### src/decode_pkg.sv
package decode_pkg;

  typedef enum logic [4:0] {
    op_alu_reg    = 5'd0,
    op_alu_imm    = 5'd1,
    op_lui        = 5'd2,
    op_mem_abs_w  = 5'd3,   // word forms
    op_mem_disp_w = 5'd4,
    op_mem_long_w = 5'd5,
    op_mem_abs_h  = 5'd6,   // half forms
    op_mem_disp_h = 5'd7,
    op_mem_long_h = 5'd8,
    op_mem_abs_b  = 5'd9,   // byte forms
    op_mem_disp_b = 5'd10,
    op_mem_long_b = 5'd11,
    op_br_imm     = 5'd12,
    op_br_abs     = 5'd13,
    op_br_rel     = 5'd14,
    op_syscall    = 5'd15,
    op_priv       = 5'd31
  } opcode_t;

  typedef enum logic [4:0] {
    priv_tlb_op = 5'd0,
    priv_cr_mov = 5'd1,
    priv_rfe    = 5'd2,
    priv_rfi    = 5'd3
  } priv_t;

  typedef enum logic [4:0] {
    cr_psr      = 5'd0,  // bit 0 kmode, bit 1 saved kmode
    cr_pid      = 5'd1,
    cr_imr      = 5'd2,
    cr_isr      = 5'd3,
    cr_epc      = 5'd4,
    cr_efg      = 5'd5,
    cr_tlb_addr = 5'd6,
    cr_cdv      = 5'd7
  } cr_index_t;

  parameter logic [7:0] exc_invalid_instr  = 8'h80;
  parameter logic [7:0] exc_priv_violation = 8'h81;
  parameter logic [7:0] irq_exc_base       = 8'hF0;  // irq i reports base + i

  typedef struct packed {
    logic        we;
    logic [4:0]  target;
    logic [31:0] data;
  } reg_write_t;

  typedef struct packed {
    opcode_t     opcode;
    logic [4:0]  s_1;
    logic [4:0]  s_2;
    logic [4:0]  r_a;
    logic [4:0]  r_b;
    logic [4:0]  alu_op;
    logic [4:0]  branch_code;
    logic [31:0] imm;
    logic        is_load;
    logic        is_store;
    logic        is_branch;
    logic        is_absolute_mem;
    logic [1:0]  increment_type;  // 0 offset, 1 pre, 2 post
    priv_t       priv_type;
    logic [1:0]  crmov_mode_type;
    logic        tgts_cr;
    logic        tgts_ra;
    logic        tlb_we;
    logic        tlbc;
    logic [7:0]  exc;
  } dec_fields_t;

  typedef struct packed {
    opcode_t     opcode;
    logic [4:0]  s_1;
    logic [4:0]  s_2;
    logic [4:0]  tgt_1;
    logic [4:0]  tgt_2;
    logic [4:0]  alu_op;
    logic [4:0]  branch_code;
    logic [31:0] imm;
    logic [31:0] pc;
    logic        bubble;
    logic        is_load;
    logic        is_store;
    logic        is_branch;
    logic        is_post_inc;
    logic        tgts_cr;
    priv_t       priv_type;
    logic [1:0]  crmov_mode_type;
    logic        tlb_we;
    logic        tlbc;
    logic [7:0]  exc;
  } dx_bundle_t;

  // index of the highest set bit, 0 when none
  function automatic logic [3:0] highest_bit(input logic [15:0] v);
    logic [3:0] idx;
    idx = 4'd0;
    for (int i = 0; i < 16; i++) begin
      if (v[i]) idx = i[3:0];
    end
    return idx;
  endfunction

endpackage

### src/cregfile.sv
`timescale 1ns/1ns

module cregfile #(
  parameter int num_irq = 16
) (
  input  logic                   clk,
  input  logic                   reset,
  input  decode_pkg::cr_index_t  rd_index,
  output logic            [31:0] rd_data,
  input  logic                   cr_we,
  input  decode_pkg::reg_write_t wr,
  input  logic                   exc_in_wb,
  input  logic                   tlb_exc_in_wb,
  input  logic            [31:0] epc,
  input  logic            [31:0] efg,
  input  logic            [31:0] tlb_addr,
  input  logic     [num_irq-1:0] interrupts,
  input  logic                   interrupt_in_wb,
  input  logic                   rfe_in_wb,
  input  logic                   rfi_in_wb,
  output logic                   kmode,
  output logic            [31:0] cdv,
  output logic            [11:0] pid,
  output logic     [num_irq-1:0] irq_state
);
  import decode_pkg::*;

  logic               saved_kmode;
  logic [num_irq-1:0] imr;
  logic [num_irq-1:0] pending;
  logic [num_irq-1:0] pending_next;
  logic [31:0]        epc_q;
  logic [31:0]        efg_q;
  logic [31:0]        tlb_addr_q;
  cr_index_t          wr_index;
  logic               exc_entry;

  assign wr_index  = cr_index_t'(wr.target);  // target shared with wb_1
  assign exc_entry = exc_in_wb || interrupt_in_wb;
  assign irq_state = pending & imr;

  always_comb begin
    pending_next = pending | interrupts;
    if (cr_we && wr_index == cr_isr)
      pending_next = pending_next & ~wr.data[num_irq-1:0];  // write 1 to clear
    // entry retires the highest unmasked pending line
    if (interrupt_in_wb && irq_state != '0)
      pending_next[highest_bit(16'(irq_state))] = 1'b0;
  end

  always_ff @(posedge clk) begin
    if (reset) begin
      kmode       <= 1'b1;
      saved_kmode <= 1'b0;
      pid         <= 12'd0;
      imr         <= '0;
      pending     <= '0;
    end else begin
      pending <= pending_next;
      if (cr_we && wr_index == cr_psr) begin
        kmode       <= wr.data[0];
        saved_kmode <= wr.data[1];
      end
      if (cr_we && wr_index == cr_pid) pid <= wr.data[11:0];
      if (cr_we && wr_index == cr_imr) imr <= wr.data[num_irq-1:0];
      if (exc_entry) begin
        saved_kmode <= kmode;
        kmode       <= 1'b1;
      end else if (rfe_in_wb || rfi_in_wb) begin
        kmode <= saved_kmode;
      end
    end
  end

  // saved exception state
  always_ff @(posedge clk) begin
    if (cr_we && wr_index == cr_epc) epc_q <= wr.data;
    if (cr_we && wr_index == cr_efg) efg_q <= wr.data;
    if (cr_we && wr_index == cr_tlb_addr) tlb_addr_q <= wr.data;
    if (cr_we && wr_index == cr_cdv) cdv <= wr.data;
    if (exc_entry) begin
      epc_q <= epc;
      efg_q <= efg;
      if (tlb_exc_in_wb) tlb_addr_q <= tlb_addr;
    end
  end

  always_comb begin
    case (rd_index)
      cr_psr:      rd_data = {30'd0, saved_kmode, kmode};
      cr_pid:      rd_data = {20'd0, pid};
      cr_imr:      rd_data = 32'(imr);
      cr_isr:      rd_data = 32'(pending);
      cr_epc:      rd_data = epc_q;
      cr_efg:      rd_data = efg_q;
      cr_tlb_addr: rd_data = tlb_addr_q;
      cr_cdv:      rd_data = cdv;
      default:     rd_data = 32'd0;
    endcase
  end

  // writeback retires one event per cycle
  a_entry_not_rfe: assert property (
    @(posedge clk) disable iff (reset) !(exc_entry && rfe_in_wb)
  ) else $error("exception entry and rfe in the same cycle");

endmodule

### src/decode_stage.sv
`timescale 1ns/1ns

module decode_stage #(
  parameter int num_irq = 16
) (
  input  logic                    clk,
  input  logic                    reset,
  input  logic                    flush,
  input  logic                    halt,
  input  logic                    stall,
  input  logic             [31:0] mem_out,
  input  logic                    bubble_in,
  input  logic             [31:0] pc_in,
  input  decode_pkg::reg_write_t  wb_1,
  input  decode_pkg::reg_write_t  wb_2,
  input  logic                    cr_we,
  input  logic              [7:0] exc_in,
  input  logic             [31:0] epc,
  input  logic             [31:0] efg,
  input  logic             [31:0] tlb_addr,
  input  logic                    exc_in_wb,
  input  logic                    tlb_exc_in_wb,
  input  logic      [num_irq-1:0] interrupts,
  input  logic                    interrupt_in_wb,
  input  logic                    rfe_in_wb,
  input  logic                    rfi_in_wb,
  output decode_pkg::dx_bundle_t  dx,
  output logic             [31:0] d_1,
  output logic             [31:0] d_2,
  output logic             [31:0] cr_d,
  output logic                    kmode,
  output logic             [11:0] pid,
  output logic             [31:0] cdv
);
  import decode_pkg::*;

  logic [31:0]        instr_buf;
  logic               was_stall;
  logic [31:0]        instr;
  dec_fields_t        fields;
  logic [num_irq-1:0] irq_state;
  logic               no_tgt;
  dx_bundle_t         dx_next;

  // memory may have moved on during a stall, replay the held word once
  assign instr = was_stall ? instr_buf : mem_out;

  instr_decoder u_decoder (
    .instr  (instr),
    .kmode  (kmode),
    .fields (fields)
  );

  regfile u_regfile (
    .clk   (clk),
    .reset (reset),
    .s_1   (fields.s_1),
    .s_2   (fields.s_2),
    .d_1   (d_1),
    .d_2   (d_2),
    .wb_1  (wb_1),
    .wb_2  (wb_2)
  );

  cregfile #(.num_irq(num_irq)) u_cregfile (
    .clk             (clk),
    .reset           (reset),
    .rd_index        (cr_index_t'(fields.r_b)),
    .rd_data         (cr_d),
    .cr_we           (cr_we),
    .wr              (wb_1),
    .exc_in_wb       (exc_in_wb),
    .tlb_exc_in_wb   (tlb_exc_in_wb),
    .epc             (epc),
    .efg             (efg),
    .tlb_addr        (tlb_addr),
    .interrupts      (interrupts),
    .interrupt_in_wb (interrupt_in_wb),
    .rfe_in_wb       (rfe_in_wb),
    .rfi_in_wb       (rfi_in_wb),
    .kmode           (kmode),
    .cdv             (cdv),
    .pid             (pid),
    .irq_state       (irq_state)
  );

  assign no_tgt = flush || bubble_in;

  always_comb begin
    dx_next                 = '0;
    dx_next.opcode          = fields.opcode;
    dx_next.s_1             = fields.s_1;
    dx_next.s_2             = fields.s_2;
    dx_next.tgt_1 = (no_tgt || fields.is_store || fields.tgts_ra) ? 5'd0 : fields.r_a;
    dx_next.tgt_2 = (no_tgt || !fields.is_absolute_mem || fields.increment_type == 2'd0)
                    ? 5'd0 : fields.r_b;  // base update for pre/post increment
    dx_next.alu_op          = fields.alu_op;
    dx_next.branch_code     = fields.branch_code;
    dx_next.imm             = fields.imm;
    dx_next.pc              = pc_in;
    dx_next.bubble          = flush || bubble_in;
    dx_next.is_load         = fields.is_load;
    dx_next.is_store        = fields.is_store;
    dx_next.is_branch       = fields.is_branch;
    dx_next.is_post_inc     = fields.is_absolute_mem && fields.increment_type == 2'd2;
    dx_next.tgts_cr         = fields.tgts_cr;
    dx_next.priv_type       = fields.priv_type;
    dx_next.crmov_mode_type = fields.crmov_mode_type;
    dx_next.tlb_we          = fields.tlb_we;
    dx_next.tlbc            = fields.tlbc;
    // interrupts first, then upstream exceptions, then the decoder
    if (irq_state != '0)
      dx_next.exc = irq_exc_base + 8'(highest_bit(16'(irq_state)));
    else if (exc_in != 8'd0)
      dx_next.exc = exc_in;
    else
      dx_next.exc = fields.exc;
  end

  always_ff @(posedge clk) begin
    if (reset) begin
      dx.bubble <= 1'b1;
      dx.tgt_1  <= 5'd0;
      dx.tgt_2  <= 5'd0;
      dx.exc    <= 8'd0;
      dx.tlb_we <= 1'b0;
      dx.tlbc   <= 1'b0;
    end else if (!halt && !stall) begin
      dx <= dx_next;
    end
  end

  always_ff @(posedge clk) begin
    if (reset) was_stall <= 1'b0;
    else if (!halt) was_stall <= stall;
  end

  // hold the first stalled word until the stall ends
  always_ff @(posedge clk) begin
    if (!halt && !(stall && was_stall)) instr_buf <= mem_out;
  end

  a_tlb_one_op: assert property (
    @(posedge clk) disable iff (reset) !(dx.tlb_we && dx.tlbc)
  ) else $error("dx carries both tlb_we and tlbc");

endmodule

### src/decode_top.sv
`timescale 1ns/1ns

module decode_top #(
  parameter int num_irq = 16
) (
  input  logic                    clk,
  input  logic                    reset,
  input  logic                    flush,
  input  logic                    halt,
  input  logic                    stall,
  input  logic             [31:0] mem_out,
  input  logic                    bubble_in,
  input  logic             [31:0] pc_in,
  input  decode_pkg::reg_write_t  wb_1,
  input  decode_pkg::reg_write_t  wb_2,
  input  logic                    cr_we,
  input  logic              [7:0] exc_in,
  input  logic             [31:0] epc,
  input  logic             [31:0] efg,
  input  logic             [31:0] tlb_addr,
  input  logic                    exc_in_wb,
  input  logic                    tlb_exc_in_wb,
  input  logic      [num_irq-1:0] interrupts,
  input  logic                    interrupt_in_wb,
  input  logic                    rfe_in_wb,
  input  logic                    rfi_in_wb,
  output decode_pkg::dx_bundle_t  dx,
  output logic             [31:0] d_1,
  output logic             [31:0] d_2,
  output logic             [31:0] cr_d,
  output logic                    kmode,
  output logic             [11:0] pid,
  output logic             [31:0] cdv
);

  decode_stage #(.num_irq(num_irq)) u_stage (
    .clk             (clk),
    .reset           (reset),
    .flush           (flush),
    .halt            (halt),
    .stall           (stall),
    .mem_out         (mem_out),
    .bubble_in       (bubble_in),
    .pc_in           (pc_in),
    .wb_1            (wb_1),
    .wb_2            (wb_2),
    .cr_we           (cr_we),
    .exc_in          (exc_in),
    .epc             (epc),
    .efg             (efg),
    .tlb_addr        (tlb_addr),
    .exc_in_wb       (exc_in_wb),
    .tlb_exc_in_wb   (tlb_exc_in_wb),
    .interrupts      (interrupts),
    .interrupt_in_wb (interrupt_in_wb),
    .rfe_in_wb       (rfe_in_wb),
    .rfi_in_wb       (rfi_in_wb),
    .dx              (dx),
    .d_1             (d_1),
    .d_2             (d_2),
    .cr_d            (cr_d),
    .kmode           (kmode),
    .pid             (pid),
    .cdv             (cdv)
  );

endmodule

### src/instr_decoder.sv
`timescale 1ns/1ns

module instr_decoder (
  input  logic                    [31:0] instr,
  input  logic                           kmode,
  output decode_pkg::dec_fields_t        fields
);
  import decode_pkg::*;

  logic [4:0] op_bits;
  opcode_t    opcode;
  logic       is_br_reg;
  logic [4:0] r_a;
  logic [4:0] r_b;
  logic [4:0] r_c;
  logic [4:0] alu_op;
  logic       is_bitwise;
  logic       is_shift;
  logic       is_arith;
  logic       is_alu;
  logic       is_mem;
  logic       is_branch;
  logic       is_abs;
  logic       is_disp;
  logic       is_long;
  logic       is_syscall;
  logic       is_priv;
  logic       load_bit;
  logic [4:0] priv_bits;
  logic [1:0] crmov;
  logic       invalid;
  logic [7:0] exc_code;
  logic [31:0] imm;

  assign op_bits = instr[31:27];
  assign opcode  = opcode_t'(op_bits);

  // register branches keep r_a and r_b in the low fields
  assign is_br_reg = (opcode == op_br_abs) || (opcode == op_br_rel);
  assign r_a       = is_br_reg ? instr[9:5] : instr[26:22];
  assign r_b       = is_br_reg ? instr[4:0] : instr[21:17];
  assign r_c       = instr[4:0];
  assign alu_op    = (opcode == op_alu_reg) ? instr[9:5] : instr[16:12];

  assign is_bitwise = alu_op <= 5'd6;
  assign is_shift   = alu_op inside {[5'd7:5'd13]};
  assign is_arith   = alu_op inside {[5'd14:5'd18]};

  assign is_alu     = (opcode == op_alu_reg) || (opcode == op_alu_imm);
  assign is_mem     = op_bits inside {[5'd3:5'd11]};
  assign is_branch  = op_bits inside {[5'd12:5'd14]};
  assign is_abs     = opcode inside {op_mem_abs_w, op_mem_abs_h, op_mem_abs_b};
  assign is_disp    = opcode inside {op_mem_disp_w, op_mem_disp_h, op_mem_disp_b};
  assign is_long    = opcode inside {op_mem_long_w, op_mem_long_h, op_mem_long_b};
  assign is_syscall = opcode == op_syscall;
  assign is_priv    = opcode == op_priv;

  assign load_bit  = is_long ? instr[21] : instr[16];  // long forms use bit 21
  assign priv_bits = instr[16:12];
  assign crmov     = instr[11:10];

  assign invalid = (op_bits inside {[5'd16:5'd30]})
                || (is_alu && alu_op > 5'd18)
                || (is_branch && instr[26:22] > 5'd18)
                || (is_syscall && instr[7:0] != 8'd1)
                || (is_priv && priv_bits > 5'd3);

  assign exc_code = invalid             ? exc_invalid_instr  :
                    (is_priv && !kmode) ? exc_priv_violation :
                    is_syscall          ? instr[7:0]         :
                                          8'd0;

  always_comb begin
    imm = 32'd0;
    if (opcode == op_alu_imm && is_bitwise)
      imm = {24'd0, instr[7:0]} << {instr[9:8], 3'b000};  // byte lane shift
    else if (opcode == op_alu_imm && is_shift)
      imm = {27'd0, instr[4:0]};
    else if (opcode == op_alu_imm && is_arith)
      imm = {{20{instr[11]}}, instr[11:0]};
    else if (opcode == op_lui)
      imm = {instr[21:0], 10'd0};
    else if (opcode == op_br_imm)
      imm = {{10{instr[21]}}, instr[21:0]};
    else if (is_abs)
      imm = {{20{instr[11]}}, instr[11:0]} << instr[13:12];
    else if (is_disp)
      imm = {{16{instr[15]}}, instr[15:0]};
    else if (is_long)
      imm = {{11{instr[20]}}, instr[20:0]};
  end

  always_comb begin
    fields                 = '0;
    fields.opcode          = opcode;
    fields.r_a             = r_a;
    fields.r_b             = r_b;
    fields.alu_op          = alu_op;
    fields.branch_code     = instr[26:22];
    fields.imm             = imm;
    fields.is_load         = is_mem && load_bit;
    fields.is_store        = is_mem && !load_bit;
    fields.is_branch       = is_branch;
    fields.is_absolute_mem = is_abs;
    fields.increment_type  = instr[15:14];
    fields.priv_type       = priv_t'(priv_bits);
    fields.crmov_mode_type = crmov;
    fields.tgts_cr  = is_priv && priv_bits == 5'd1 && (crmov == 2'd0 || crmov == 2'd2);
    fields.tgts_ra  = is_priv && ((priv_bits == 5'd0 && crmov == 2'd0) || priv_bits == 5'd1);
    fields.tlb_we   = is_priv && priv_bits == 5'd0 && crmov == 2'd1;
    fields.tlbc     = is_priv && priv_bits == 5'd0 && crmov == 2'd2;
    fields.exc      = exc_code;
    // forms that never read r_b
    if (opcode inside {op_lui, op_br_imm, op_syscall} || is_long || (is_alu && alu_op == 5'd6))
      fields.s_1 = 5'd0;
    else
      fields.s_1 = r_b;
    // stores and priv read r_a, only alu_reg reads r_c
    if ((is_mem && !load_bit) || is_priv)
      fields.s_2 = r_a;
    else if (opcode == op_alu_reg)
      fields.s_2 = r_c;
    else
      fields.s_2 = 5'd0;
  end

endmodule

### src/regfile.sv
`timescale 1ns/1ns

module regfile (
  input  logic                   clk,
  input  logic                   reset,
  input  logic            [4:0]  s_1,
  input  logic            [4:0]  s_2,
  output logic            [31:0] d_1,
  output logic            [31:0] d_2,
  input  decode_pkg::reg_write_t wb_1,
  input  decode_pkg::reg_write_t wb_2
);

  logic [31:0] regs [32];

  // register 0 is never written so it reads as zero
  assign d_1 = regs[s_1];
  assign d_2 = regs[s_2];

  always_ff @(posedge clk) begin
    if (reset) begin
      for (int i = 0; i < 32; i++) begin
        regs[i] <= 32'd0;
      end
    end else begin
      if (wb_1.we && wb_1.target != 5'd0) regs[wb_1.target] <= wb_1.data;
      if (wb_2.we && wb_2.target != 5'd0) regs[wb_2.target] <= wb_2.data;  // wb_2 wins
    end
  end

  // writeback never issues two writes to one live register
  a_no_dual_write: assert property (
    @(posedge clk) disable iff (reset)
    !(wb_1.we && wb_2.we && wb_1.target == wb_2.target && wb_1.target != 5'd0)
  ) else $error("wb_1 and wb_2 both write r%0d", wb_1.target);

endmodule

### config.mk
export PLATFORM = sky130hd
export DESIGN_NAME = decode_top
export DESIGN_NICKNAME = d
export VERILOG_FILES = /design/src/decode_pkg.sv /design/src/cregfile.sv /design/src/decode_stage.sv /design/src/decode_top.sv /design/src/instr_decoder.sv /design/src/regfile.sv
export SDC_FILE = /design/constraint.sdc
export NUM_CORES = 2
export LEC_CHECK = 0
export BUFFER_PORTS_ARGS = -buffer_cell sky130_fd_sc_hd__buf_2
export CELL_PAD_IN_SITES_DETAIL_PLACEMENT = 1
export CELL_PAD_IN_SITES_GLOBAL_PLACEMENT = 1
export CORE_UTILIZATION = 35
export DETAILED_ROUTE_END_ITERATION = 10
export PLACE_DENSITY = 0.65
export SYNTH_ARGS = -nofsm -noshare
export SYNTH_HDL_FRONTEND = slang
export SYNTH_SLANG_ARGS = --single-unit
### constraint.sdc
create_clock -name clk -period 7 [get_ports clk]
set_input_delay 1.05 -clock clk [delete_from_list [all_inputs] [get_ports clk]]
set_output_delay 1.05 -clock clk [all_outputs]
set_load 0.005 [all_outputs]
==> After elaboration in Yosys (flattened, before gate mapping) <==
Memories as Yosys holds them, arrays and structs flattened.
Cells that the tools add are included.
{ "op_classes": {"add_sub_neg": 1, "magnitude_cmp": 16, "eq_ne": 36, "shifts": 2, "muxes": 70, "bitwise_logic": 7, "reduce_logical": 85} }
{ "op_table": {"columns": ["cell", "count"], "rows": [
  ["$mux W32", 18],
  ["$pmux W32 S8", 1],
  ["$eq A5 B3 Y1 const B", 13],
  ["$mux W4", 16],
  ["$reduce_or A32 Y1", 2],
  ["$mux W5", 10],
  ["$and A16 B16 Y16", 3],
  ["$eq A5 B4 Y1 const B", 8],
  ["$mux W8", 5],
  ["$logic_and A1 B1 Y1", 39],
  ["$mux W16", 2],
  ["$not A16 Y16", 2],
  ["$shl A32 B2 Y32", 1],
  ["$shl A8 B5 Y32", 1],
  ["$eq A5 B2 Y1 const B", 6],
  ["$eq A5 B1 Y1 const B", 4],
  ["$logic_not A5 Y1", 4],
  ["$logic_or A1 B1 Y1", 18],
  ["$mux W1", 17],
  ["$or A16 B16 Y16", 1],
  ["$reduce_bool A16 Y1", 1],
  ["$le A5 B4 Y1 const B", 3],
  ["$reduce_bool A3 Y1", 4],
  ["$ge A5 B4 Y1 const B", 2],
  ["other kinds (23)", 36]
]} }
{ "word_totals": {"regBits": 329, "ram_bits": 1024, "inputBits": 272, "out_inout_bits": 263, "elab_cells": 249, "mem_count": 1} }
{ "mem_list": {"columns": ["name", "words", "width", "read_ports", "rd_ports_with_merged_regs", "write_ports", "line", "text"], "rows": [
  ["u_stage.u_regfile.regs", 32, 32, 2, 0, 32, "regfile.sv:14", "logic [31:0] regs [32];"]
]} }

==> Longest topological paths before layout <==
{ "logic_depth": {"word_depth": 24, "depth_mapped": 16, "mapped_depth_nobuf": 11} }

==> By module <==
Synthesis repeated with hierarchy kept, for this count alone.
{ "unflattened": {"hier_cells": 6355, "hier_area_um2": 75299.7} }
{ "modules_own_cells": {"columns": ["mod", "n_inst", "cells_each", "area_per_inst_um2", "seq_area_each_um2"], "rows": [
  ["regfile", 1, 4888, 59608.4, 30749.5],
  ["cregfile", 1, 826, 7927.6, 4444.3],
  ["decode_stage", 1, 283, 5451.5, 4434.3],
  ["instr_decoder", 1, 358, 2312.2, 0.0]
]} }

==> Least setup slack after synthesis <==
No wires, ideal clock.
{ "synth_timing": {"path_type": "input -> register", "start": "input stall", "end": "register u_stage.dx[104] (netlist name)", "setup_time_ns": 0.060, "t_arrival_ns": 6.824, "required_time_ns": 6.940, "slack_ns": 0.116, "cell_stages": 7, "n_path_buf": 1, "cell_sequence": "or2_2 -> clkbuf_1 -> nor2_1 -> nand2_1 -> or3_1 -> inv_1 -> a22o_1"} }
{ "synth_via": {"elab_chain_cells": 2} }
{ "synth_lines": {"columns": ["item", "line", "text"], "rows": [
  ["start, declared", "decode_top.sv:10", "input logic stall,"],
  ["$logic_not A1 Y1", "decode_stage.sv:128", "end else if (!halt && !stall) begin"],
  ["$logic_and A1 B1 Y1", "decode_stage.sv:128", null]
]} }
Every way passes these cells.
A chain may end at the register's enable or synchronous reset.

==> results.cfg <==
[outcome]
status = complete, no violations

[drt]
wirelength_um = 396000
vias = 71600
drt_iter0_markers = 10800
antenna_left = 0
dr.pass1.iters = 8
drc = 0
viasPerCell = 6.88
wire_per_inst_um = 38.1

[floorplan]
die-area_um2 = 215000
rows = 168
core_area_um2 = 211000
num_io_pins = 535
initial_utilization = 0.354
die_w_um = 463
die_h_um = 463

[clock_tree]
htreeDepth = 4
clk_latency_ns = 0.84
cts_hold_buf = 0
cts.sinks = 1353
ctsRootBufferMaster = clkbuf_16
cts_made_buffers = 160
tritoncts = done
clkTransAtPathRegs_ns = 0.06
clockBufferDepth = 3

[pwr]
intPower_mw = 15.5
ir_worst_vdd_uv = 256
power.clock.fraction = 0.372
power_density_nw_per_um2 = 266
leakage_nw = 31.5
power_frac_seq = 0.418
combPwrFrac = 0.209
p_switching_mw = 7.47
p_sw_frac = 0.325

[sta]
finClkSkew_ns = 0.0227
setup_viol = 0
period_share = 0.989
report.final.hold_viol_count = 0
clock.fmax_ghz = 0.144
worst_pin_slew_ns = 1.43
drv_slew = 0
fin_crit_ns = 6.93
fin_tns_setup_ns = 0
slew_headroom = 0.0410

[job]
max_cap_violations = 0

[global_routing]
grt_pass1_vias = 70400
gr-total-overflow = 0
grt.total_usage = 0.354
grt_pass1_wl_um = 544000
antenna_found_initial = 38
grt_max_degree = 159

[critical_path]
crit_type = reg2out
cp-end-kind = output pin
cp-start-kind = flop
worstPathRequired_ns = 5.95
slowest_delay_ns = 0.64
crit_path_top_delay_cell = dfxtp_2
path_cells = mux2i_2 -> inv_2 -> nand4_1 -> o21ai_0 -> o41a_1 -> nor3_1 -> nor2_1 -> nand2_2 -> buf_4 -> o32ai_1 -> a221oi_2 -> buf_2
worstPathArrival_ns = 5.88
cp_max_fo = 16

[layout]
area_delta_synth_final_pct = 15.8
multiInputGateArea_um2 = 32400
fill_cells = 23200
seq_area_um2 = 39600
final_util = 0.409
drive_gt1_frac = 0.174
mostFrequentLayoutCells = nand2_1 (1540), edfxtp_1 (1253), a22o_1 (997), buf_2 (533), a21oi_1 (394)
layout.cells.non_filler = 10400
final_nets = 7721
final_area_um2 = 86200
final_common_cell = nand2_1

[place]
dp_hpwl_um = 245000
portBuffers = 534
placedCellCount = 10100
gp_congestion = 0.962
dpl_cell_area_um2 = 80800

[logic_synthesis]
synthCells = 7298
synth.largest_area_cell = edfxtp_1
synthTopCellsByArea = edfxtp_1 (51%), a22o_1 (12%), nand2_1 (7.8%)
syn_area_um2 = 74500
ys_seq_area_frac = 0.532
synth_cell_types = 80
avgSynthCellArea_um2 = 10.2
ys_ff_latch = 1353
synthArstFlopShare = 0
synth_edf_count = 1253
synth_ff_type = edfxtp_1
synth_warnings = 0
synth_top_area_share = 0.505

[min_path]
hp-class = in2reg
[worst paths after layout]
| path | slack, ns | cells past startpoint | to | startpoint |
|---|---|---|---|---|
| max | 0.07 | 12 | d_1[21] | u_stage.was_stall$_SDFFE_PP0N_ |
| min | 0.39 | 1 | u_stage.dx[23]$_DFFE_PP_ | pc_in[0] |
| max reg2reg | 2.38 | 9 | u_stage.dx[81]$_DFFE_PP_ | u_stage.was_stall$_SDFFE_PP0N_ |
| min reg2reg | 0.45 | 2 | u_stage.dx[100]$_SDFFE_PP0P_ | u_stage.dx[100]$_SDFFE_PP0P_ |
[logic make-up after synthesis]
kind of cell,count (synthesis),synth area share
other,1,0.0000503
AND/OR/NAND/NOR,2495,0.144
AO/OA/AOI/OAI,2312,0.241
adder cells (fa/ha/maj),1,0.000134
buffers and inverters,886,0.0471
XOR/XNOR,2,0.000437
flip-flops,1353,0.532
multiplexers,248,0.0349
[stage by stage]
| stage | worst slack (ns) | hold slack (ns) | total power [mW] |
|---|---|---|---|
| after floorplan | 0.116 | 0.444 | 12.0 |
| after global placement | 0.413 | 0.433 | 14.3 |
| after global routing | -0.00150 | 0.363 | 23.3 |
| after CTS | 0.00158 | 0.330 | 22.8 |
| final | 0.0744 | 0.385 | 23.0 |
| after detailed placement | 0.350 | 0.439 | 14.3 |
[power by group through the flow]
stage               combinational, mW  sequential (mW)  clock [mW]
global placement                 4.53             9.73           0
finish                           4.80             9.61        8.55
CTS                              4.62             9.59        8.56
floorplan                        2.34             9.68           0
detailed placement               4.58             9.75           0
global route                     4.88             9.64        8.81
[state kept, by name (all words and copies together) (netlist names), 12 cells and up]
name                           count
u_stage.u_cregfile.pid            12
u_stage.dx                       122
u_stage.u_cregfile.epc_q          32
u_stage.u_regfile.regs          1024
u_stage.instr_buf                 32
u_stage.u_cregfile.imr            16
u_stage.u_cregfile.pending        16
u_stage.u_cregfile.efg_q          32
u_stage.u_cregfile.tlb_addr_q     32
u_stage.u_cregfile.cdv            32
[worst max-delay path, delay by kind of cell, from the launching register on]
family / cells / cell delay (ns)
and+or+nand+nor: 4 / 1.60
AOI/OAI and AO/OA: 4 / 1.43
buffers and inverters: 3 / 0.84
DFF: 1 / 0.64
muxes: 1 / 0.51
[cells in the mapped netlist (6+ instances only)]
| cell type | n |
|---|---|
| o22ai_1 | 56 |
| o21ai_0 | 62 |
| a31oi_1 | 104 |
| nand2_1 | 1546 |
| a32oi_1 | 130 |
| o32ai_1 | 34 |
| a221o_1 | 33 |
| inv_1 | 9 |
| and3_1 | 161 |
| a22oi_1 | 100 |
| or2_2 | 6 |
| a221oi_2 | 30 |
| and2_1 | 12 |
| dfxtp_1 | 100 |
| mux2i_1 | 193 |
| buf_4 | 7 |
| nor3_1 | 155 |
| a221oi_1 | 24 |
| a21oi_1 | 396 |
| nand3_1 | 301 |
| a211o_1 | 12 |
| nand4_1 | 10 |
| mux2_2 | 50 |
| a222oi_1 | 9 |
| inv_2 | 7 |
| nand2b_1 | 10 |
| buf_1 | 66 |
| nor2_1 | 196 |
| edfxtp_1 | 1253 |
| nor2b_1 | 10 |
| o21bai_1 | 17 |
| a22o_1 | 997 |
| a211oi_1 | 203 |
| or3_1 | 31 |
| nor4_1 | 36 |
| clkbuf_1 | 699 |
| buf_2 | 91 |
| o211ai_1 | 38 |
| o2111ai_1 | 32 |
[metal layers]
metal  vias up  wire [µm]  global-route usage
met5         -        156                   0
li1      28300          -                   -
met4        20      28000               0.221
met3      1368      47800              0.0863
met1     36300     147000               0.451
met2      5565     173000               0.540
[area by class of cell]
type                    count  area share
clock inverters           100      0.0105
repair buffers            825      0.0627
multi-input cells        5091       0.375
well taps                2805      0.0407
clock buffers             199      0.0496
flip-flops and latches   1353       0.460
inverters                  18     0.00106
diodes                     17    0.000493
[repair_timing]
item,4_1_cts,5_1_grt
cloned,2,0
buffers inserted,1,7
resized for setup,13,6
setup endpoints to repair,35,42
pin swaps,0,2
Note: power is estimated with default switching activity, not from simulation.
